## src/soc_pkg.sv

```systemverilog
`default_nettype none

package soc_pkg;

	// ====================
	// Bus geometry
	// ====================
	localparam int addr_w = 32;
	localparam int data_w = 32;

	// Top nibble picks the target
	localparam int region_msb = 31;
	localparam int region_lsb = 28;

	localparam int ram_words = 512;
	localparam int ram_addr_w = 9;

	localparam int led_w = 10;

	// ====================
	// Encodings
	// ====================
	typedef enum logic [3:0] {
		REGION_RAM   = 4'h1,
		REGION_LED   = 4'h4,
		REGION_TIMER = 4'hA
	} region_e;

	// Word offset inside the timer block, address bit 2
	typedef enum logic {
		TIMER_COUNT = 1'b0,
		TIMER_CMP   = 1'b1
	} timer_reg_e;

	typedef enum logic [1:0] {
		MASTER_A,
		MASTER_B,
		MASTER_C
	} master_e;

	typedef enum logic [1:0] {
		ARB_IDLE,
		ARB_BUS,
		ARB_RESP
	} arb_state_e;

	// ====================
	// Bus bundles
	// ====================
	typedef struct packed {
		logic rw;
		logic [addr_w-1:0] addr;
		logic [data_w-1:0] wdata;
	} bus_req_t;

	// One-hot, already qualified by the bus request
	typedef struct packed {
		logic ram;
		logic led;
		logic timer;
		logic none;
	} target_sel_t;

endpackage

`default_nettype wire

```

## src/address_decoder.sv

```systemverilog
`default_nettype none

module address_decoder (
	input  wire                             clock,
	input  wire                             i_arst_n,
	input  wire                             i_bus_req,
	input  soc_pkg::bus_req_t               i_bus,
	output soc_pkg::target_sel_t            o_sel,
	output logic                            o_bus_ready,
	output logic [soc_pkg::data_w-1:0]      o_bus_rdata,
	input  wire                             i_ram_ready,
	input  wire [soc_pkg::data_w-1:0]       i_ram_rdata,
	input  wire                             i_regs_ready,
	input  wire [soc_pkg::data_w-1:0]       i_regs_rdata
);

	logic none_ready_q;

	// ====================
	// Region decode
	// ====================
	always_comb
	begin
		o_sel = '0;
		if (i_bus_req)
		begin
			case (soc_pkg::region_e'(i_bus.addr[soc_pkg::region_msb:soc_pkg::region_lsb]))
				soc_pkg::REGION_RAM:
					o_sel.ram = 1'b1;
				soc_pkg::REGION_LED:
					o_sel.led = 1'b1;
				soc_pkg::REGION_TIMER:
					o_sel.timer = 1'b1;
				default:
					o_sel.none = 1'b1;
			endcase
		end
	end

	// Unmapped space answers like a target, one cycle late
	always_ff @(posedge clock or negedge i_arst_n)
	begin
		if (!i_arst_n)
			none_ready_q <= 1'b0;
		else
			none_ready_q <= o_sel.none && !none_ready_q;
	end

	// ====================
	// Response merge
	// ====================
	assign o_bus_ready = (o_sel.ram & i_ram_ready)
		| ((o_sel.led | o_sel.timer) & i_regs_ready)
		| (o_sel.none & none_ready_q);

	// Unmapped reads return zero
	assign o_bus_rdata = o_sel.ram ? i_ram_rdata
		: (o_sel.led | o_sel.timer) ? i_regs_rdata
		: '0;

endmodule

`default_nettype wire

```

## config.mk

```make
export PLATFORM = sky130hd
export DESIGN_NAME = address_decoder
export DESIGN_NICKNAME = d
export VERILOG_FILES = /design/src/soc_pkg.sv /design/src/address_decoder.sv
export SDC_FILE = /design/constraint.sdc
export NUM_CORES = 1
export LEC_CHECK = 0
export ABC_AREA = 0
export BUFFER_PORTS_ARGS = -buffer_cell sky130_fd_sc_hd__buf_2
export CELL_PAD_IN_SITES_DETAIL_PLACEMENT = 1
export CELL_PAD_IN_SITES_GLOBAL_PLACEMENT = 1
export CORE_UTILIZATION = 10
export CTS_CLUSTER_DIAMETER = 150
export DETAILED_ROUTE_END_ITERATION = 16
export PLACE_DENSITY_LB_ADDON = 0.1
export SLEW_MARGIN = 20
export SYNTH_ARGS = -nofsm -noshare
export SYNTH_HDL_FRONTEND = slang
export SYNTH_SLANG_ARGS = --single-unit
```

## constraint.sdc

```tcl
create_clock -name clock -period 1.4 [get_ports clock]
set_input_delay 0.14 -clock clock [delete_from_list [all_inputs] [get_ports clock]]
set_output_delay 0.14 -clock clock [all_outputs]
set_load 0.005 [all_outputs]
```

# Word level (Yosys, flattened, before mapping)

Index checks and enable logic that the tools add are counted.
W data, S select, Z words.

Register bits after elaboration: 1
Bits of input ports: 134
Output and inout bits: 37
Logic and storage cells: 20

Eq/ne operators: 3
Mux-type cells: 7
Bitwise logic cells: 6
Reduce and logical (&&, ||, !) cells: 3

Operators with widths:

| operator             | number |
|---|---|
| $mux W32             | 2 |
| $eq A4 B1 Y1 const B | 1 |
| $eq A4 B3 Y1 const B | 1 |
| $eq A4 B4 Y1 const B | 1 |
| $mux W1              | 4 |
| $mux W4              | 1 |
| $and A1 B1 Y1        | 3 |
| $or A1 B1 Y1         | 3 |
| $reduce_or A3 Y1     | 1 |
| $logic_and A1 B1 Y1  | 1 |
| $logic_not A1 Y1     | 1 |

# Depth between registers and ports, before layout

Depth after elaboration: 8
Gate-level depth with buffers: 5
Gate-level depth less buffers: 3

# Worst setup path before layout

Ideal clock, no wire load.

Path type: input port to output port
Start point: input i_bus[60] (netlist name)
End point: output o_bus_ready
Arrival time: 1.045 ns
Required time: 1.260 ns
Slack: 0.215 ns
Stages on the path: 3
Path buffers: 0
Cells stage by stage: nor4b_2 -> or4b_1 -> o221ai_1

Word-level cells in the longest chain between the ends: 7
Elaborated cells on any way between the ends: 15
Those cells by class: eq/ne (3); mux (5); bitwise (6); reduce/logical (1)

RTL lines:

| item                                                | line                  | RTL |
|---|---|---|
| start: declaration                                  | address_decoder.sv:7  | `input soc_pkg::bus_req_t i_bus,` |
| $eq A4 B3 Y1 / $eq A4 B4 Y1 (equally long branches) | address_decoder.sv:27 | `case (soc_pkg::region_e'(i_bus.addr[soc_pkg::region_msb:soc_pkg::region_lsb]))` |
| $mux W1                                             | address_decoder.sv:27 |  |
| $mux W4 *                                           | address_decoder.sv:25 | `if (i_bus_req)` |
| $or A1 B1 Y1                                        | address_decoder.sv:53 | `\| ((o_sel.led \| o_sel.timer) & i_regs_ready)` |
| $and A1 B1 Y1                                       | address_decoder.sv:53 |  |
| $or A1 B1 Y1                                        | address_decoder.sv:53 |  |
| $or A1 B1 Y1 *                                      | address_decoder.sv:54 | `\| (o_sel.none & none_ready_q);` |
| end: declaration                                    | address_decoder.sv:9  | `output logic o_bus_ready,` |

Every way passes the cells marked *; elsewhere a longest branch is shown, timed or not.

# Final worst setup path

Start point: input i_bus[61] (netlist name)
End point: output o_bus_rdata[26] (netlist name)

Word-level cells in the longest chain between the ends: 6
Elaborated cells on any way between the ends: 10
Those cells by class: eq/ne (3); mux (6); bitwise (1)

RTL lines:

| item                                                | line                  | RTL |
|---|---|---|
| $eq A4 B3 Y1 / $eq A4 B4 Y1 (equally long branches) | address_decoder.sv:27 |  |
| $mux W1                                             | address_decoder.sv:27 |  |
| $mux W4 *                                           | address_decoder.sv:25 |  |
| $or A1 B1 Y1                                        | address_decoder.sv:58 | `: (o_sel.led \| o_sel.timer) ? i_regs_rdata` |
| $mux W32                                            | address_decoder.sv:58 |  |
| $mux W32 *                                          | address_decoder.sv:57 | `assign o_bus_rdata = o_sel.ram ? i_ram_rdata` |
| end: declaration                                    | address_decoder.sv:10 | `output logic [soc_pkg::data_w-1:0] o_bus_rdata,` |

Marks and branches as above.

==> results.json <==
{
  "portBuffers": 109,
  "min_period_ns": 1.488,
  "drive_gt1_share_pct": 74.14,
  "finalCritPeriodShare_pct": 106.3,
  "globalplace.congestion": 0.7017,
  "r2r-end": "none_ready_q",
  "cp-start-kind": "input pin",
  "postLayoutSetupSlackWorst_ns": -0.08819,
  "largest_register": "none_ready_q",
  "dr.pass1.iters": 3,
  "max_freq_mhz": 672.0,
  "whs_endpoint": "none_ready_q",
  "yosysWarnings": 0,
  "final_antenna_net_count": 0,
  "status": "finished, violations left",
  "crit_required_ns": 1.26,
  "slew_violations": 0,
  "wl_per_cell_um": 12.69,
  "ir_drop_v": 0.0001551,
  "synth_cells": 58,
  "yosys.area.top_type": "a22o_1",
  "grt_overflow": 0,
  "r2r_setup_slack_ns": 0.87,
  "slowest_delay_ns": 0.41,
  "clock_latency_ns": 0,
  "dpl_worst_slack_ns": -0.1121,
  "netlist_top_cells_area": "a22o_1 (56%), buf_6 (6.7%), dfrtp_1 (5.0%)",
  "viasPerCell": 4.037,
  "synth-edff-count": 0,
  "fin_skew_ns": 0,
  "diodes": 0,
  "ys_ff_latch": 1,
  "worst_pin_slew_ns": 0.3478,
  "yosysSeqAreaShare_pct": 5.000,
  "hpwlAfterDp_um": 2398,
  "start_util_pct": 10.53,
  "power_mw": 0.2847,
  "hp-class": "flop to flop",
  "synth_commonest_cells": "a22o_1 (32), buf_6 (3), inv_1 (3), nor2_1 (3)",
  "min_delay_path_depth": 1,
  "die_w_um": 72.75,
  "fillCellCount": 611,
  "crit_arrival_ns": 1.35,
  "syn-num-nets": 192,
  "antenna_found_initial": 0,
  "drc": 0,
  "die_h_um": 72.75,
  "clkTransAtPathRegs_ns": 0,
  "syn_to_final_growth_pct": 159.8,
  "dr.first_iter.drc_count": 14,
  "setup_violations": 33,
  "crit_slowest_cell": "or3b_4",
  "crit_fanout": 8,
  "synth_top_area_share_pct": 56.00,
  "rsz0062_at_grt": "true",
  "syn_area_per_cell_sq_um": 8.629,
  "layout.nets": 310,
  "grt_max_degree": 32,
  "grt_pass1_vias": 910,
  "violations": "negative setup slack",
  "yosys_most_used_dff": "dfrtp_1",
  "cap_viol_max_count": 0,
  "design.die.area_sq_mm": 0.005292,
  "leakage_nw": 0.7569,
  "largest_register_ffs": 1,
  "worstSetupPathType": "input pin to primary output",
  "crit_path_frequent_cell": "buf_12",
  "min_from": "none_ready_q",
  "syn_area_sq_um": 500.5,
  "rows": 25,
  "grt_pass1_wl_um": 4084,
  "core_area_sq_mm": 0.004755,
  "path_cells": "buf_8 > or3b_4 > a21oi_4 > buf_12 > buf_12 > a22o_1 > buf_2",
  "track_usage_pct": 9.394,
  "largestRegisters": "none_ready_q x1",
  "pin_count": 171,
  "power_density_mw_per_mm2": 219.0,
  "r2r_start": "none_ready_q",
  "end_kind": "primary output",
  "drt_wl_total_um": 3059,
  "vias": 973,
  "synth.most_common_cell": "a22o_1",
  "rr_worst_depth": 1,
  "hold_violations": 0,
  "synth.distinct_cells": 19,
  "slew_headroom_pct": 76.75,
  "ys_async_sr_fraction_pct": 100.0
}
[critical path, delay by kind of cell]
kind / cells / cell delay, ns
AO/OA/AOI/OAI: 2 / 0.32
buffers and inverters: 4 / 0.47
AND/OR/NAND/NOR: 1 / 0.41
[layout by cell type, fill, tap and decap left out, types with 2 or more instances in the layout]
cell and n:
buf_6 5, a22o_1 32, nor2_1 3, buf_12 3, buf_4 6, clkbuf_16 2, buf_2 105, inv_1 3
[power by group]
| group | switching, mW | internal, mW | total, mW |
|---|---|---|---|
| sequential | 0.00134 | 0.0321 | 0.0334 |
| clock | 0 | 0 | 0 |
| combinational | 0.0901 | 0.161 | 0.251 |
| total | 0.0915 | 0.193 | 0.285 |
[final cells by class]
class | count | area [sq um] | area share, %
Multi-Input combinational cell | 47 | 417.9 | 32.15
Sequential cell | 1 | 25.02 | 1.925
Inverter | 3 | 11.26 | 0.8662
Timing Repair Buffer | 123 | 762.0 | 58.61
Tap cell | 67 | 83.83 | 6.448
[metal layers]
layer | vias to the layer above | global-route usage, % | wire length [um]
met1 | 427 | 10.13 | 1241
li1 | 477 | - | -
met3 | 2 | 1.657 | 261
met2 | 67 | 19.11 | 1533
met5 | - | 0 | 0
met4 | 0 | 1.307 | 23
[through the flow]
step	hold WS [ns]	util (%)	instance area (sq um)	setup TNS [ns]	instances
floorplan	-0.1556	-	500.5	0	58
global placement	-0.08444	24.32	1156	-2.228	235
detailed placement	-0.08223	24.32	1156	-2.539	235
CTS	0.4240	24.97	1187	-1.293	236
global route	0.4386	27.34	1300	-3.472	241
finish	0.4172	27.34	1300	-1.898	241
[cells by family (layout without fill, tap and decap cells)]
family / Yosys count / after routing / share of synthesized area (%)
simple gates: 12 / 12 / 18.25
compound gates: 35 / 35 / 62.75
buf+inv: 10 / 126 / 14.00
flops: 1 / 1 / 4.999
[worst max-delay path by stage]
stage / endpoint / startpoint / cells past startpoint
after detailed placement: o_bus_rdata[26] / i_bus[61] / 6
after global routing: o_bus_rdata[26] / i_bus[61] / 7
after global placement: o_bus_rdata[26] / i_bus[61] / 6
after floorplan: o_bus_ready / i_bus[60] / 3
after CTS: o_bus_rdata[26] / i_bus[61] / 6
final: o_bus_rdata[26] / i_bus[61] / 7
[what timing repair did]
item / CTS / global route
gates cloned: 0 / 3
setup endpoints to repair: 33 / 32
hold buffers: 1 / 0
buffers inserted: 0 / 2
endpoints found under the hold margin: 1 / 0
pin swaps: 0 / 8
resized for setup: 7 / 5
Note: power is estimated with default switching activity, not from simulation.
