**src/soc_pkg.sv**
```systemverilog
`default_nettype none

package soc_pkg;

	// ====================
	// Bus geometry
	// ====================
	localparam int addr_w = 32;
	localparam int data_w = 32;

	// Top nibble picks the target
	localparam int region_msb = 31;
	localparam int region_lsb = 28;

	localparam int ram_words = 512;
	localparam int ram_addr_w = 9;

	localparam int led_w = 10;

	// ====================
	// Encodings
	// ====================
	typedef enum logic [3:0] {
		REGION_RAM   = 4'h1,
		REGION_LED   = 4'h4,
		REGION_TIMER = 4'hA
	} region_e;

	// Word offset inside the timer block, address bit 2
	typedef enum logic {
		TIMER_COUNT = 1'b0,
		TIMER_CMP   = 1'b1
	} timer_reg_e;

	typedef enum logic [1:0] {
		MASTER_A,
		MASTER_B,
		MASTER_C
	} master_e;

	typedef enum logic [1:0] {
		ARB_IDLE,
		ARB_BUS,
		ARB_RESP
	} arb_state_e;

	// ====================
	// Bus bundles
	// ====================
	typedef struct packed {
		logic rw;
		logic [addr_w-1:0] addr;
		logic [data_w-1:0] wdata;
	} bus_req_t;

	// One-hot, already qualified by the bus request
	typedef struct packed {
		logic ram;
		logic led;
		logic timer;
		logic none;
	} target_sel_t;

endpackage

`default_nettype wire

```
**src/bus_arbiter.sv**
```systemverilog
`default_nettype none

module bus_arbiter (
	input  wire                             clock,
	input  wire                             i_arst_n,
	input  wire                             i_pa_req,
	input  wire [soc_pkg::addr_w-1:0]       i_pa_addr,
	output logic                            o_pa_ready,
	output logic [soc_pkg::data_w-1:0]      o_pa_rdata,
	input  wire                             i_pb_req,
	input  soc_pkg::bus_req_t               i_pb,
	output logic                            o_pb_ready,
	output logic [soc_pkg::data_w-1:0]      o_pb_rdata,
	input  wire                             i_pc_req,
	input  soc_pkg::bus_req_t               i_pc,
	output logic                            o_pc_ready,
	output logic [soc_pkg::data_w-1:0]      o_pc_rdata,
	output logic                            o_bus_req,
	output soc_pkg::bus_req_t               o_bus,
	input  wire                             i_bus_ready,
	input  wire [soc_pkg::data_w-1:0]       i_bus_rdata
);

	soc_pkg::arb_state_e state_q;
	soc_pkg::master_e owner_q;
	soc_pkg::master_e winner;
	soc_pkg::bus_req_t bus_q;
	logic [soc_pkg::data_w-1:0] rdata_q;
	logic any_req;

	assign any_req = i_pa_req | i_pb_req | i_pc_req;

	// Fixed priority, data port first, then fetch, then DMA
	always_comb
	begin
		if (i_pb_req)
			winner = soc_pkg::MASTER_B;
		else if (i_pa_req)
			winner = soc_pkg::MASTER_A;
		else
			winner = soc_pkg::MASTER_C;
	end

	always_ff @(posedge clock or negedge i_arst_n)
	begin
		if (!i_arst_n)
		begin
			state_q <= soc_pkg::ARB_IDLE;
			owner_q <= soc_pkg::MASTER_A;
		end
		else
		begin
			case (state_q)
				soc_pkg::ARB_IDLE:
					if (any_req)
					begin
						state_q <= soc_pkg::ARB_BUS;
						owner_q <= winner;
					end
				soc_pkg::ARB_BUS:
					if (i_bus_ready)
						state_q <= soc_pkg::ARB_RESP;
				default:
					state_q <= soc_pkg::ARB_IDLE;
			endcase
		end
	end

	// Request fields and read data of the current owner
	always_ff @(posedge clock)
	begin
		if (state_q == soc_pkg::ARB_IDLE && any_req)
		begin
			case (winner)
				soc_pkg::MASTER_B:
					bus_q <= i_pb;
				soc_pkg::MASTER_A:
				begin
					// Fetch port is read-only
					bus_q.rw <= 1'b0;
					bus_q.addr <= i_pa_addr;
					bus_q.wdata <= '0;
				end
				default:
					bus_q <= i_pc;
			endcase
		end
		if (state_q == soc_pkg::ARB_BUS && i_bus_ready)
			rdata_q <= i_bus_rdata;
	end

	assign o_bus_req = (state_q == soc_pkg::ARB_BUS);
	assign o_bus = bus_q;

	assign o_pa_ready = (state_q == soc_pkg::ARB_RESP) && (owner_q == soc_pkg::MASTER_A);
	assign o_pb_ready = (state_q == soc_pkg::ARB_RESP) && (owner_q == soc_pkg::MASTER_B);
	assign o_pc_ready = (state_q == soc_pkg::ARB_RESP) && (owner_q == soc_pkg::MASTER_C);

	assign o_pa_rdata = rdata_q;
	assign o_pb_rdata = rdata_q;
	assign o_pc_rdata = rdata_q;

endmodule

`default_nettype wire

```
**config.mk**
```make
export PLATFORM = sky130hd
export DESIGN_NAME = bus_arbiter
export DESIGN_NICKNAME = d
export VERILOG_FILES = /design/src/soc_pkg.sv /design/src/bus_arbiter.sv
export SDC_FILE = /design/constraint.sdc
export NUM_CORES = 1
export LEC_CHECK = 0
export ABC_AREA = 1
export BUFFER_PORTS_ARGS = -buffer_cell sky130_fd_sc_hd__buf_4
export CAP_MARGIN = 20
export CELL_PAD_IN_SITES_DETAIL_PLACEMENT = 1
export CELL_PAD_IN_SITES_GLOBAL_PLACEMENT = 2
export CORE_AREA = 3 3 146 177
export CTS_BUF_LIST = sky130_fd_sc_hd__clkbuf_2
export DETAILED_ROUTE_END_ITERATION = 10
export DIE_AREA = 0 0 149 180
export GPL_TIMING_DRIVEN = 0
export PLACE_DENSITY = 0.84
export RECOVER_POWER = 100
export SYNTH_ARGS = -nofsm -noshare
export SYNTH_HDL_FRONTEND = slang
export SYNTH_SLANG_ARGS = --single-unit
```
**constraint.sdc**
```tcl
create_clock -name clock -period 2.45 [get_ports clock]
set_input_delay 0.1225 -clock clock [delete_from_list [all_inputs] [get_ports clock]]
set_output_delay 0.1225 -clock clock [all_outputs]
set_load 0.02 [all_outputs]
```
## Word level (Yosys, flattened, before mapping)

Cells that the tools add are included.

| word-level totals | value |
|---|---|
| word-level logic and storage cells | 31 |
| flip-flop bits (word level) | 101 |
| output and inout bits | 165 |
| bits of input ports | 200 |

| operators by class | value |
|---|---|
| multiplexer cells | 6 |
| equality and inequality tests | 7 |
| bitwise logic cells | 2 |
| reductions and logical operators | 10 |

Operators by type and width:

| kind | number |
|---|---|
| one-hot mux 65 bit (2 select lines) | 1 |
| 2-to-1 mux 2 bit | 4 |
| == test 2 x 1 -> 1 bit, second input constant | 3 |
| logical NOT 2 bit | 3 |
| logical AND 1 bit | 5 |
| == test 2 bit, second input constant | 2 |
| one-hot mux 2 bit (2 select lines) | 1 |
| AND reduction 2 bit | 2 |
| != test 2 x 1 -> 1 bit, second input constant | 1 |
| != test 2 bit, second input constant | 1 |
| bitwise OR 1 bit | 2 |

## Longest topological paths before layout

| depth | value |
|---|---|
| depth in word-level cells | 4 |
| gate-level depth with buffers | 7 |
| depth with buffers taken out | 5 |

## Worst setup path after synthesis

Ideal clock, no wire load.

| timing | value |
|---|---|
| path kind | register to register |
| start | reg state_q[0] |
| end | reg bus_q, in the netlist o_bus[0], enable pin |
| stages on the path, launching flop included | 4 |
| arrival time | 2.039 ns |
| clock period less this slack | 2.463 ns |
| slack | -0.013 ns |
| setup time | 0.425 ns |
| buffers on the path | 0 |
| required time | 2.025 ns |
| cells stage by stage | dfrtp_1 > nor2_1 > nand2_1 > nand2_1 |

| on the way | value |
|---|---|
| word-level cells in the longest chain between the ends | 2 |

RTL lines:

| element | line | source |
|---|---|---|
| from (decl) | bus_arbiter.sv:24 | `soc_pkg::arb_state_e state_q;` |
| from (signal assigned) | bus_arbiter.sv:48 | `state_q <= soc_pkg::ARB_IDLE;` |
| from (signal assigned) | bus_arbiter.sv:57 | `state_q <= soc_pkg::ARB_BUS;` |
| from (signal assigned) | bus_arbiter.sv:62 | `state_q <= soc_pkg::ARB_RESP;` |
| logical NOT 2 bit | bus_arbiter.sv:72 | `if (state_q == soc_pkg::ARB_IDLE && any_req)` |
| logical AND 1 bit | bus_arbiter.sv:72 |  |
| to (signal assigned) | bus_arbiter.sv:76 | `bus_q <= i_pb;` |
| to (signal assigned) | bus_arbiter.sv:85 | `bus_q <= i_pc;` |
| to (decl) | bus_arbiter.sv:27 | `soc_pkg::bus_req_t bus_q;` |

No other way between the ends.
A chain may end at the register's enable or synchronous reset.

## Final worst setup path

| timing | value |
|---|---|
| start | in i_pb_req |
| end | reg bus_q, in the netlist o_bus[18], data pin |

| on the way | value |
|---|---|
| word-level cells in the longest chain between the ends | 3 |
| elaborated cells between the ends (all ways) | 4 |
| those cells by class | eq/ne: 1; mux: 2; reduce/logical: 1 |

RTL lines:

| element | line | source |
|---|---|---|
| from (decl) | bus_arbiter.sv:10 | `input wire i_pb_req,` |
| 2-to-1 mux 2 bit (*) | bus_arbiter.sv:36 | `if (i_pb_req)` |
| == test 2 x 1 -> 1 bit / logical NOT 2 bit (equally long branches) | bus_arbiter.sv:74 | `case (winner)` |
| one-hot mux 65 bit (2 select lines) (*) | bus_arbiter.sv:74 |  |

Every way passes the cells marked *; elsewhere a longest branch is shown, timed or not.

==> flow_metrics.env <==
export IMPL_outcome="finished clean"
export IMPL_critPathKind="in -> reg"
export IMPL_required_ns=2.99
export IMPL_gr_total_overflow=0
export IMPL_start_util=0.188
export IMPL_rows=63
export IMPL_syn_avg_cell_area_um2=10.5
export IMPL_first_global_vias=5745
export IMPL_synth_warning_count=0
export IMPL_cts_tree="yes"
export IMPL_clockBufferDepth=2
export IMPL_arrival_ns=2.73
export IMPL_rsz0062_at_grt="false"
export IMPL_cp_common_cell="nand2_1"
export IMPL_cp_slowest_cell="dlygate4sd3_1"
export IMPL_hold_ws_ns=0.0848
export IMPL_setup_ws_ns=0.258
export IMPL_routed_wl_um=22400
export IMPL_fin_nets=1182
export IMPL_maxSlewViolCount=0
export IMPL_io_pin_count=365
export IMPL_ir_drop_mv=0.321
export IMPL_drcViolationCount=0
export IMPL_clock_sinks=101
export IMPL_numPortBuffers=364
export IMPL_syn_num_nets=637
export IMPL_end_kind="register"
export IMPL_avgRoutedWirePerCell_um=17.1
export IMPL_netlist_area_um2=4590
export IMPL_path_buf_inv=7
export IMPL_worst_setup_hold_path_clk_slew_ns=0.30
export IMPL_timing_final_crit_share=0.895
export IMPL_max_freq_mhz=456
export IMPL_holdCritPathClass="in -> reg"
export IMPL_core_area_um2=24400
export IMPL_area_growth_pct=101
export IMPL_fin_crit_ns=2.19
export IMPL_synthCells=437
export IMPL_setup_viol=0
export IMPL_synthDistinctLibCells=13
export IMPL_numCtsBuffers=9
export IMPL_power_leakage_nw=4.20
export IMPL_gp_congestion=0.749
export IMPL_clock_latency_ns=0.63
export IMPL_dieArea_um2=26800
export IMPL_hold_viol_final=0
export IMPL_power_density_nw_per_um2=741
export IMPL_place_ws_ns=0.562
export IMPL_die_h_um=180
export IMPL_die_w_um=149
export IMPL_fin_skew_ns=0.0371
export IMPL_grt_usage=0.164
export IMPL_drt_iter0_markers=134
export IMPL_tightest_slew_ns=0.920
export IMPL_grt_antenna_before_repair=1
export IMPL_cts_htree_levels=3
export IMPL_antenna_left=0
export IMPL_cts_root_buffer="clkbuf_2"
export IMPL_crit_chain="dlygate4sd3_1 > buf_4 > inv_1 > nand2_1 > inv_1 > clkbuf_1 > buf_4 > nand2_1 > nand2_1 > dlygate4sd3_1"
export IMPL_critPathLaunchType="input pin"
export IMPL_grt_max_degree=39
export IMPL_dp_hpwl_um=16100
export IMPL_cp_top_family="buffers and inverters"
export IMPL_avgViaCountPerCell=3.95
export IMPL_final_common_cell="buf_4"
export IMPL_final_cell_mix="buf_4 (235), nand2_1 (204), dlygate4sd3_1 (169)"
export IMPL_slowest_delay_ns=0.54
export IMPL_drive_gt1_frac=0.361
export IMPL_final_util=0.378
export IMPL_grt_first_pass_wirelength_um=33200
export IMPL_drtPass1Iterations=4
export IMPL_ys_seq_area_frac=0.656
export IMPL_maxSlewHeadroom=0.385
export IMPL_crit_fanout=10
export IMPL_setup_tns_ns=0
export IMPL_maxCapViolCount=0
export IMPL_ys_seq_elements=101
export IMPL_vias=5181
report_power, final:
group	switching (mW)	leakage [nW]	internal (mW)
sequential	0.216	0.987	2.58
clock	0.619	0.0844	0.440
combinational	1.86	3.12	1.13
per-stage QoR:
stage | area [µm²] | std cells | power [mW]
2_1_floorplan | 4600 | 437 | 4.33
3_3_place_gp | 7740 | 1126 | 5.93
3_5_place_dp | 7770 | 1127 | 5.99
4_1_cts | 9620 | 1312 | 7.36
5_1_grt | 9240 | 1313 | 7.25
6_report | 9240 | 1313 | 6.85
synth_stat cells (all sizes together):
master / count / share of area
nand2: 205 / 0.17
edfxtp: 97 / 0.63
buf: 78 / 0.12
nand3: 34 / 0.037
inv: 7 / 0.0057
nor2: 5 / 0.0041
dfrtp: 4 / 0.022
clkbuf: 3 / 0.0025
nor3: 2 / 0.0022
and2: 1 / 0.0014
or2: 1 / 0.0014
area by class of cell:
cell class / count / area (µm²)
diodes: 1 / 2.50
plain buffers: 81 / 567
clock buffers: 10 / 50.0
clock inverters: 6 / 113
fillers: 2935 / 15200
inverters: 7 / 26.3
multi-input cells: 248 / 996
flip-flops and latches: 101 / 3010
well taps: 325 / 407
repair buffers: 534 / 4060
what timing repair did:
action | CTS | global route
hold buffers | 169 | 0
resized for setup | 0 | 0
buffers inserted | 0 | 0
setup endpoints to repair | 0 | 0
hold endpoints to repair | 105 | 0
path summary, 6_finish.rpt:
kind | startpoint | end | slack (ns) | cells past startpoint
hold reg to reg | state_q[0] | state_q[1] | 0.65 | 2
min in group asynchronous | i_arst_n | owner_q[1] | 0.36 | 3
setup reg to reg | state_q[0] | o_bus[19] | 0.54 | 4
hold / removal | i_pa_req | owner_q[1] | 0.08 | 5
max in group asynchronous | i_arst_n | state_q[0] | 1.92 | 3
setup / recovery | i_pb_req | o_bus[18] | 0.26 | 10
worst register-to-register path, stage by stage (launching register included):
cell,delay [ns]
dfrtp_1,0.46
nor2_1,0.22
nand2_1,0.19
nand2_4,0.41
buf_12,0.30
state kept, by name, indices dropped and copies added, names as in the netlist:
signal,count
owner_q,2
o_pa_rdata,32
state_q,2
o_bus,65
layer usage:
| metal | vias to the layer above | GRT usage | wire length (µm) |
|---|---|---|---|
| li1 | 2451 | - | - |
| met1 | 2449 | 0.163 | 7730 |
| met2 | 256 | 0.306 | 12000 |
| met3 | 25 | 0.0630 | 2250 |
| met4 | 0 | 0.0575 | 426 |
| met5 | - | 0 | 0 |
cells by family after synthesis:
family,synth area share
buffers and inverters,0.131
flip-flops,0.656
AND/OR/NAND/NOR,0.214
Note: power is estimated with default switching activity, not from simulation.
