===== config.mk =====
export PLATFORM = sky130hd
export DESIGN_NAME = system_regs
export DESIGN_NICKNAME = d
export VERILOG_FILES = /design/src/soc_pkg.sv /design/src/system_regs.sv
export SDC_FILE = /design/constraint.sdc
export NUM_CORES = 1
export LEC_CHECK = 0
export ABC_CLOCK_PERIOD_IN_PS = 6730
export BUFFER_PORTS_ARGS = -buffer_cell sky130_fd_sc_hd__buf_2
export CORE_ASPECT_RATIO = 0.7
export CORE_UTILIZATION = 31
export CTS_CLUSTER_DIAMETER = 60
export DETAILED_ROUTE_END_ITERATION = 8
export HOLD_SLACK_MARGIN = 0.03
export SYNTH_ARGS = -nofsm -noshare
export SYNTH_HDL_FRONTEND = slang
export SYNTH_SLANG_ARGS = --single-unit
export TNS_END_PERCENT = 1

===== constraint.sdc =====
create_clock -name clock -period 6.73 [get_ports clock]
set_input_delay 1.346 -clock clock [delete_from_list [all_inputs] [get_ports clock]]
set_output_delay 1.346 -clock clock [all_outputs]
set_load 0.1 [all_outputs]

===== src/soc_pkg.sv =====
`default_nettype none

package soc_pkg;

	// ====================
	// Bus geometry
	// ====================
	localparam int addr_w = 32;
	localparam int data_w = 32;

	// Top nibble picks the target
	localparam int region_msb = 31;
	localparam int region_lsb = 28;

	localparam int ram_words = 512;
	localparam int ram_addr_w = 9;

	localparam int led_w = 10;

	// ====================
	// Encodings
	// ====================
	typedef enum logic [3:0] {
		REGION_RAM   = 4'h1,
		REGION_LED   = 4'h4,
		REGION_TIMER = 4'hA
	} region_e;

	// Word offset inside the timer block, address bit 2
	typedef enum logic {
		TIMER_COUNT = 1'b0,
		TIMER_CMP   = 1'b1
	} timer_reg_e;

	typedef enum logic [1:0] {
		MASTER_A,
		MASTER_B,
		MASTER_C
	} master_e;

	typedef enum logic [1:0] {
		ARB_IDLE,
		ARB_BUS,
		ARB_RESP
	} arb_state_e;

	// ====================
	// Bus bundles
	// ====================
	typedef struct packed {
		logic rw;
		logic [addr_w-1:0] addr;
		logic [data_w-1:0] wdata;
	} bus_req_t;

	// One-hot, already qualified by the bus request
	typedef struct packed {
		logic ram;
		logic led;
		logic timer;
		logic none;
	} target_sel_t;

endpackage

`default_nettype wire


===== src/system_regs.sv =====
`default_nettype none

module system_regs (
	input  wire                             clock,
	input  wire                             i_arst_n,
	input  wire                             i_led_sel,
	input  wire                             i_timer_sel,
	input  soc_pkg::bus_req_t               i_bus,
	output logic                            o_ready,
	output logic [soc_pkg::data_w-1:0]      o_rdata,
	output logic [soc_pkg::led_w-1:0]       o_led,
	output logic                            o_timer_irq
);

	logic [soc_pkg::data_w-1:0] count_q;
	logic [soc_pkg::data_w-1:0] cmp_q;
	soc_pkg::timer_reg_e timer_reg;
	logic access;
	logic led_wr;
	logic timer_wr;

	assign timer_reg = soc_pkg::timer_reg_e'(i_bus.addr[2]);

	assign access = (i_led_sel | i_timer_sel) && !o_ready;
	assign led_wr = access && i_led_sel && i_bus.rw;
	assign timer_wr = access && i_timer_sel && i_bus.rw;

	always_ff @(posedge clock or negedge i_arst_n)
	begin
		if (!i_arst_n)
			o_ready <= 1'b0;
		else
			o_ready <= access;
	end

	// ====================
	// LED register
	// ====================
	always_ff @(posedge clock or negedge i_arst_n)
	begin
		if (!i_arst_n)
			o_led <= '0;
		else if (led_wr)
			o_led <= i_bus.wdata[soc_pkg::led_w-1:0];
	end

	// ====================
	// Machine timer
	// ====================
	always_ff @(posedge clock or negedge i_arst_n)
	begin
		if (!i_arst_n)
		begin
			count_q <= '0;
			cmp_q <= '1;
			o_timer_irq <= 1'b0;
		end
		else
		begin
			if (timer_wr && timer_reg == soc_pkg::TIMER_COUNT)
				count_q <= i_bus.wdata;
			else
				count_q <= count_q + 1'b1;
			if (timer_wr && timer_reg == soc_pkg::TIMER_CMP)
				cmp_q <= i_bus.wdata;
			// Level interrupt, follows the compare
			o_timer_irq <= (count_q >= cmp_q);
		end
	end

	// Read data lines up with the ready pulse
	always_ff @(posedge clock)
	begin
		if (access)
		begin
			if (i_led_sel)
				o_rdata <= {{(soc_pkg::data_w-soc_pkg::led_w){1'b0}}, o_led};
			else if (timer_reg == soc_pkg::TIMER_CMP)
				o_rdata <= cmp_q;
			else
				o_rdata <= count_q;
		end
	end

endmodule

`default_nettype wire


* Word-level counts from Yosys, hierarchy flattened
Index checks and enable logic that the tools add are counted. Widths: inputs -> output; s select.
Cells by class: add/sub/neg operators 1, bitwise logic cells 2, multiplexer cells 3, magnitude comparators 1, reductions and logical operators 8
Operators by type and width (count):
- $mux 32 | 2
- $add 32x1->32 const B | 1
- $ge 32x32->1 | 1
- $mux 10 | 1
- $logic_and 1x1->1 | 7
- $logic_not 1->1 | 1
- $not 1->1 | 1
- $or 1x1->1 | 1
Storage, ports and cells: input port bits 69, logic and storage cells 22, bits in registers 108, output and inout bits 44

* Longest topological paths before layout
Gate-level depths: netlist of the first run.
word-level depth 6, mapped depth 7, gate-level depth less buffers 7

* Least setup slack after synthesis of the first run
No wires, ideal clock.
path type input to register, start point in i_led_sel, end point reg o_rdata[0] (netlist name) (enable), path slack 3.061 ns, required time 6.308 ns, stages 4, arrival 3.247 ns, path through clkbuf_1 > clkbuf_1 > nor2_1 > nor2_1
Between the ends: cells in the longest elaborated chain, start to end 2
Ends and longest elaborated chain:
- from (decl) | line system_regs.sv:6 | input wire i_led_sel,
- $or 1x1->1 | line system_regs.sv:24 | assign access = (i_led_sel | i_timer_sel) && !o_ready;
- $logic_and 1x1->1 | line system_regs.sv:24
- via access | line system_regs.sv:18 | logic access;
- to (signal assigned) | line system_regs.sv:77 | o_rdata <= {{(soc_pkg::data_w-soc_pkg::led_w){1'b0}}, o_led};
- to (signal assigned) | line system_regs.sv:79 | o_rdata <= cmp_q;
- to (signal assigned) | line system_regs.sv:81 | o_rdata <= count_q;
- to (decl) | line system_regs.sv:10 | output logic [soc_pkg::data_w-1:0] o_rdata,
The timed path passes the listed nets, and every way through them passes these cells. A chain may end at the register's enable or synchronous reset.

* Worst setup path after layout of the first run
start point in i_led_sel, end point reg o_rdata[19] (netlist name) (enable)
The elaborated chain is that of the path after synthesis.

==> results.yml, run 1 <==
worst_setup_path:
  crit_start: "i_led_sel"
  critPathBufInv: 1
  cp.arrival_ns: 2.99
  cp-start-kind: "input port"
  critical_path.top_delay_family: "simple AND/OR/NAND/NOR gates"
  worstRegToRegCells: 7
  r2r-start: "cmp_q[14]"
  path_cells: "buf_2 -> nor2_1 -> nor2_4"
  path_max_fanout: 44
  path_depth: 3
  critPathSlowestCell: "nor2_4"
  worstSetupEndpointType: "flop"
  critPathRequiredTime_ns: 6.70
  slowest_delay_ns: 0.84
  crit_type: "in -> reg"
timing:
  fmax_mhz: 331
  rsz0062_at_grt: "no"
  fin_crit_sh_pct: 44.9
  timing.final.max_slew_violations: 0
  setup_viol: 0
  post-route-min-period_ns: 3.02
  fin_worst_skew_ns: 0.00659
  hold_violations: 0
  worst_pin_slew_ns: 1.06
  finalSetupTns_ns: 0
  slew_headroom_pct: 29.1
synth:
  synth_cell_types: 41
  ys.flop_type: "dfrtp_1"
  ys_seq_area_share_pct: 50.4
  ys.warnings.count: 0
  ys_seq_elements: 108
  synth_edf_count: 32
  syn_inst: 523
  synth_nets: 625
  avgSynthCellArea_sq_um: 11.0
  async_flop_share_pct: 70.4
  syn_area_sq_um: 5760
route:
  drtAntennaViolNets: 0
  drtPass1Iterations: 4
  via_count: 4042
  wl_per_cell_um: 16.0
  drc: 0
  via_per_inst: 4.82
  routed_wl_um: 13400
  drt_iter0_drc: 221
clocking:
  root_buffer: "clkbuf_16"
  h-tree-depth: 3
  ctsResizeCount: 0
  clk_pin_slew_ns: 0.07
  cts_made_buffers: 9
  cts_hold_buffers: 0
  cts.path.max_buffers: 2
  post_cts_buffers: 0
  cts_tree: "done"
  cts.sink_count: 108
  insertion_delay_ns: 0.35
power_and_ir_drop:
  p_int_mw: 1.52
  peakVddDrop_v: 0.000135
  p_seq_share_pct: 41.4
  p_leak_nw: 2.85
  power.density_nw_per_um2: 379
  combPwrFrac_pct: 36.2
  switching_share_pct: 40.5
  p_switching_mw: 1.03
  p_clk_share_pct: 22.5
  fin_total_pwr_mw: 2.55
grt:
  grt_max_degree: 77
  grt_pass1_wl_um: 21900
  grt-ovfl-total: 0
  grt_use_total_pct: 14.9
  antenna_found_initial: 2
  grt_pass1_vias: 4188
floorplanning:
  fp-row-count: 41
  io_pins: 113
  die_y_um: 116
  core_sq_um: 18100
  die_area_sq_um: 19100
  start_util_pct: 31.8
  die_x_um: 165
finish:
  nets: 698
  regArea_sq_um: 2900
  syn2layout_area_growth_pct: 16.8
  fillCellCount: 1802
  multi_input_area_sq_um: 2620
  final_core_util_pct: 37.1
  drive_above_1_share_pct: 31.4
run:
  maxCapViolCount: 0
min_path:
  holdPathStages: 1
  holdCritStartpoint: "o_led[5]"
  hold_class: "reg -> reg"
placement:
  place_congestion: 0.787
  port_buffers: 81
  hpwl_um: 9350
status:
  status: "complete, no violations"
[metal layers]
| layer | global-route usage [%] | up-vias | routed length (um) |
|---|---|---|---|
| met3 | 4.08 | 14 | 700 |
| li1 | - | 1997 | - |
| met4 | 3.36 | 2 | 130 |
| met1 | 20.7 | 1942 | 6680 |
| met2 | 23.1 | 87 | 5870 |
| met5 | 0 | - | 13 |
[synthesized netlist by cell type, types with 11 or more instances]
cell | count | area share [%]
o21ai_0 | 31 | 2.7
nor2_1 | 32 | 2.1
inv_1 | 40 | 2.6
a21oi_1 | 12 | 1.0
nand3_1 | 17 | 1.5
nand4_1 | 11 | 1.2
dfrtp_1 | 44 | 19
xnor2_1 | 25 | 3.8
dfstp_2 | 32 | 15
mux2_2 | 44 | 8.6
clkbuf_1 | 16 | 1.0
edfxtp_1 | 32 | 17
mux2i_1 | 32 | 5.6
ha_1 | 33 | 7.2
nand2_1 | 54 | 3.5
[flip-flops by register name (all words and copies together), names as in the netlist]
register / cells
o_ready: 1
cmp_q: 32
o_led: 10
o_timer_irq: 1
o_rdata: 32
count_q: 32
[per-stage QoR]
step,hold slack [ns],std cells,setup slack (ns),instance area (sq um)
detailed placement,0.520,821,3.26,6400
finish,0.532,838,3.71,6720
floorplan,0.547,523,3.06,5760
global route,0.548,837,3.50,6720
global placement,0.513,821,3.29,6400
CTS,0.536,837,3.62,6720
[placed cells by master, fill, tap and decap left out, types with 25 or more instances in the layout]
cell type | Yosys | routed
dfrtp_1 | 44 | 44
ha_1 | 33 | 33
xnor2_1 | 25 | 25
o21ai_0 | 31 | 31
dfstp_2 | 32 | 32
mux2i_1 | 32 | 32
mux2_2 | 44 | 44
nor2_1 | 32 | 30
inv_1 | 40 | 40
buf_2 | 1 | 80
edfxtp_1 | 32 | 32
nand2_1 | 54 | 54
[cells by family (layout without fill, tap and decap cells)]
family / Yosys count / after routing / synth area share [%]
and+or+nand+nor: 150 / 150 / 13.1
DFF: 108 / 108 / 50.4
muxes: 76 / 76 / 14.2
AOI/OAI and AO/OA: 65 / 65 / 6.48
buffers and inverters: 62 / 140 / 4.26
adders and majority gates: 33 / 33 / 7.17
xor gates and xnor gates: 29 / 29 / 4.41
other: 0 / 1 / 0
[power groups by stage]
stage               logic, mW  registers (mW)  clock network (mW)
finish                  0.921            1.05               0.572
global route             1.01            1.08               0.614
CTS                     0.930            1.05               0.591
detailed placement      0.925            1.07                   0
global placement        0.904            1.05                   0
floorplan               0.412            1.36                   0
[final cells by class]
cell class | count | area share, %
Sequential cell | 108 | 43.2
Antenna cell | 1 | 0.0372
Inverter | 40 | 2.23
Clock inverter | 4 | 1.10
Multi-Input combinational cell | 353 | 39.0
Tap cell | 236 | 4.39
Clock buffer | 12 | 3.67
Timing Repair Buffer | 84 | 6.40
[final timing paths]
| path | end | slack [ns] |
|---|---|---|
| setup / recovery | o_rdata[19] | 3.71 |
| hold / removal | o_led[5] | 0.53 |
| setup reg to reg | o_timer_irq | 4.27 |
| hold reg to reg | o_led[5] | 0.53 |
| max in group asynchronous | o_led[8] | 4.93 |
| min in group asynchronous | count_q[24] | 1.17 |
(Power assumes the default switching activity.)
==> inputs of run 2 (changes only) <==
ABC_CLOCK_PERIOD_IN_PS = 2900   (was 6730)
clock period = 2.9 ns   (was 6.73 ns; I/O delays follow)
==> run 2 against run 1 <==
Against the previous run: clock skew increased by 0.0052 ns; sequential power up 130%; first-iteration DRC count is 12% lower; combinational power is 130% higher; wire length is 3.1% higher.
==> results.yml, run 2 (synthesis gave the netlist of run 1 again) <==
clocking:
  cts.sink_count: 108
  ctsResizeCount: 0
  cts.path.max_buffers: 2
  cts_tree: "done"
  cts_made_buffers: 9
  insertion_delay_ns: 0.35
  clk_pin_slew_ns: 0.07
  post_cts_buffers: 0
  root_buffer: "clkbuf_16"
  cts_hold_buffers: 0
  h-tree-depth: 3
grt:
  grt-ovfl-total: 0
  met3_usage_pct: 4.12
  busiest_layer: "met2"
  grt_pass1_wl_um: 22400
  grt_use_total_pct: 15.5
  antenna_found_initial: 1
  met1_usage_pct: 21.0
  grt_max_degree: 77
  grt_pass1_vias: 4210
  use_met2_pct: 24.4
worst_setup_path:
  critPathSlowestCell: "a2111oi_0"
  worstSetupEndpointType: "flop"
  slowest_delay_ns: 0.51
  cp-start-kind: "flop"
  critPathMostFrequentCell: "a2111oi_0"
  path_max_fanout: 7
  path_cells: "inv_1 -> ha_1 -> nand2b_1 -> a2111oi_0 -> a2111oi_0 -> nor4b_1 -> o21ai_0"
  critPathRequiredTime_ns: 3.11
  crit_type: "reg -> reg"
  cp.arrival_ns: 2.62
finish:
  multi_input_area_sq_um: 2620
  final_cell_mix: "buf_2, nand2_1, mux2_2, dfrtp_1, inv_1"
  final_core_util_pct: 37.3
  nets: 703
  drive_above_1_share_pct: 31.8
  fillCellCount: 1791
  regArea_sq_um: 2900
  reg_top3: "cmp_q x32, count_q x32, o_rdata x32"
  syn2layout_area_growth_pct: 17.5
  stdcell_count: 843
  layout_commonest_cell: "buf_2"
status:
  status: "complete, no violations"
power_and_ir_drop:
  p_int_mw: 3.53
  switching_share_pct: 40.4
  p_leak_nw: 2.87
  peakVddDrop_v: 0.000363
  p_clk_share_pct: 22.4
  p_seq_share_pct: 41.3
  power.density_nw_per_um2: 875
  p_switching_mw: 2.39
  combPwrFrac_pct: 36.3
  fin_total_pwr_mw: 5.92
route:
  via_per_inst: 4.86
  drtPass1Iterations: 4
  drtAntennaViolNets: 0
  routed_wl_um: 13800
  drt_iter0_drc: 194
  drc: 0
  wl_per_cell_um: 16.4
  via_count: 4100
timing:
  finalSetupTns_ns: 0
  worst_pin_slew_ns: 1.03
  hold_violations: 0
  slew_headroom_pct: 31.6
  post-route-min-period_ns: 2.41
  fin_crit_sh_pct: 83.0
  setup_viol: 0
  fin_worst_skew_ns: 0.0118
  rsz0062_at_grt: "no"
  fmax_mhz: 416
  timing.final.max_slew_violations: 0
min_path:
  hold_class: "in -> async"
floorplanning:
  io_pins: 113
  die_x_um: 165
  die_area_sq_um: 19100
  fp-row-count: 41
  start_util_pct: 31.8
  core_sq_um: 18100
  die_y_um: 116
placement:
  hpwl_um: 9950
  port_buffers: 81
  place_inst: 826
  place_congestion: 0.836
run:
  maxCapViolCount: 0
==> run 2: critical path, delay by kind of cell, from the launching register on <==
kind	cells	cell delay (ns)
AND/OR/NAND/NOR	2	0.60
buffers and inverters	1	0.07
flip-flops	1	0.47
AO/OA/AOI/OAI	3	0.85
adder cells (fa/ha/maj)	1	0.28
==> run 2: area by class of cell <==
| type | count | share of cell area [%] |
|---|---|---|
| Antenna cell | 1 | 0.0370 |
| Clock buffer | 13 | 3.70 |
| Clock inverter | 3 | 1.02 |
| Inverter | 40 | 2.22 |
| Multi-Input combinational cell | 353 | 38.8 |
| Sequential cell | 108 | 42.9 |
| Tap cell | 236 | 4.37 |
| Timing Repair Buffer | 89 | 6.92 |
==> run 2: layer usage <==
metal  wire length [um]  vias to the layer above
met4                189                        2
li1                   -                     2002
met5                 13                        -
met2               6140                       85
met3                757                       16
met1               6690                     1995
==> run 2: path summary, 6_finish.rpt <==
check	start	to	slack, ns	cells past startpoint
setup / recovery	count_q[0]	o_timer_irq	0.49	7
hold / removal	i_arst_n	count_q[30]	0.40	1
setup reg to reg	count_q[0]	o_timer_irq	0.49	7
hold reg to reg	o_led[5]	o_led[5]	0.53	1
max in group asynchronous	i_arst_n	count_q[13]	1.83	1
min in group clock	i_bus[20]	count_q[20]	0.44	3
==> run 2: power by group through the flow <==
stage                     clock network [mW]  logic [mW]  registers [mW]
after global routing                    1.43        2.34            2.51
after detailed placement                   0        2.15            2.47
final                                   1.33        2.15            2.44
after floorplan                            0       0.956            3.16
after CTS                               1.37        2.16            2.44
after global placement                     0        2.11            2.44
==> run 2: per-stage QoR <==
stage | setup WS [ns] | hold slack, ns | area [sq um]
2_1_floorplan | 0.529 | 0.284 | 5760
6_report | 0.493 | 0.402 | 6760
3_5_place_dp | 0.558 | 0.520 | 6440
4_1_cts | 0.533 | 0.434 | 6760
5_1_grt | 0.348 | 0.438 | 6760
3_3_place_gp | 0.601 | 0.513 | 6440
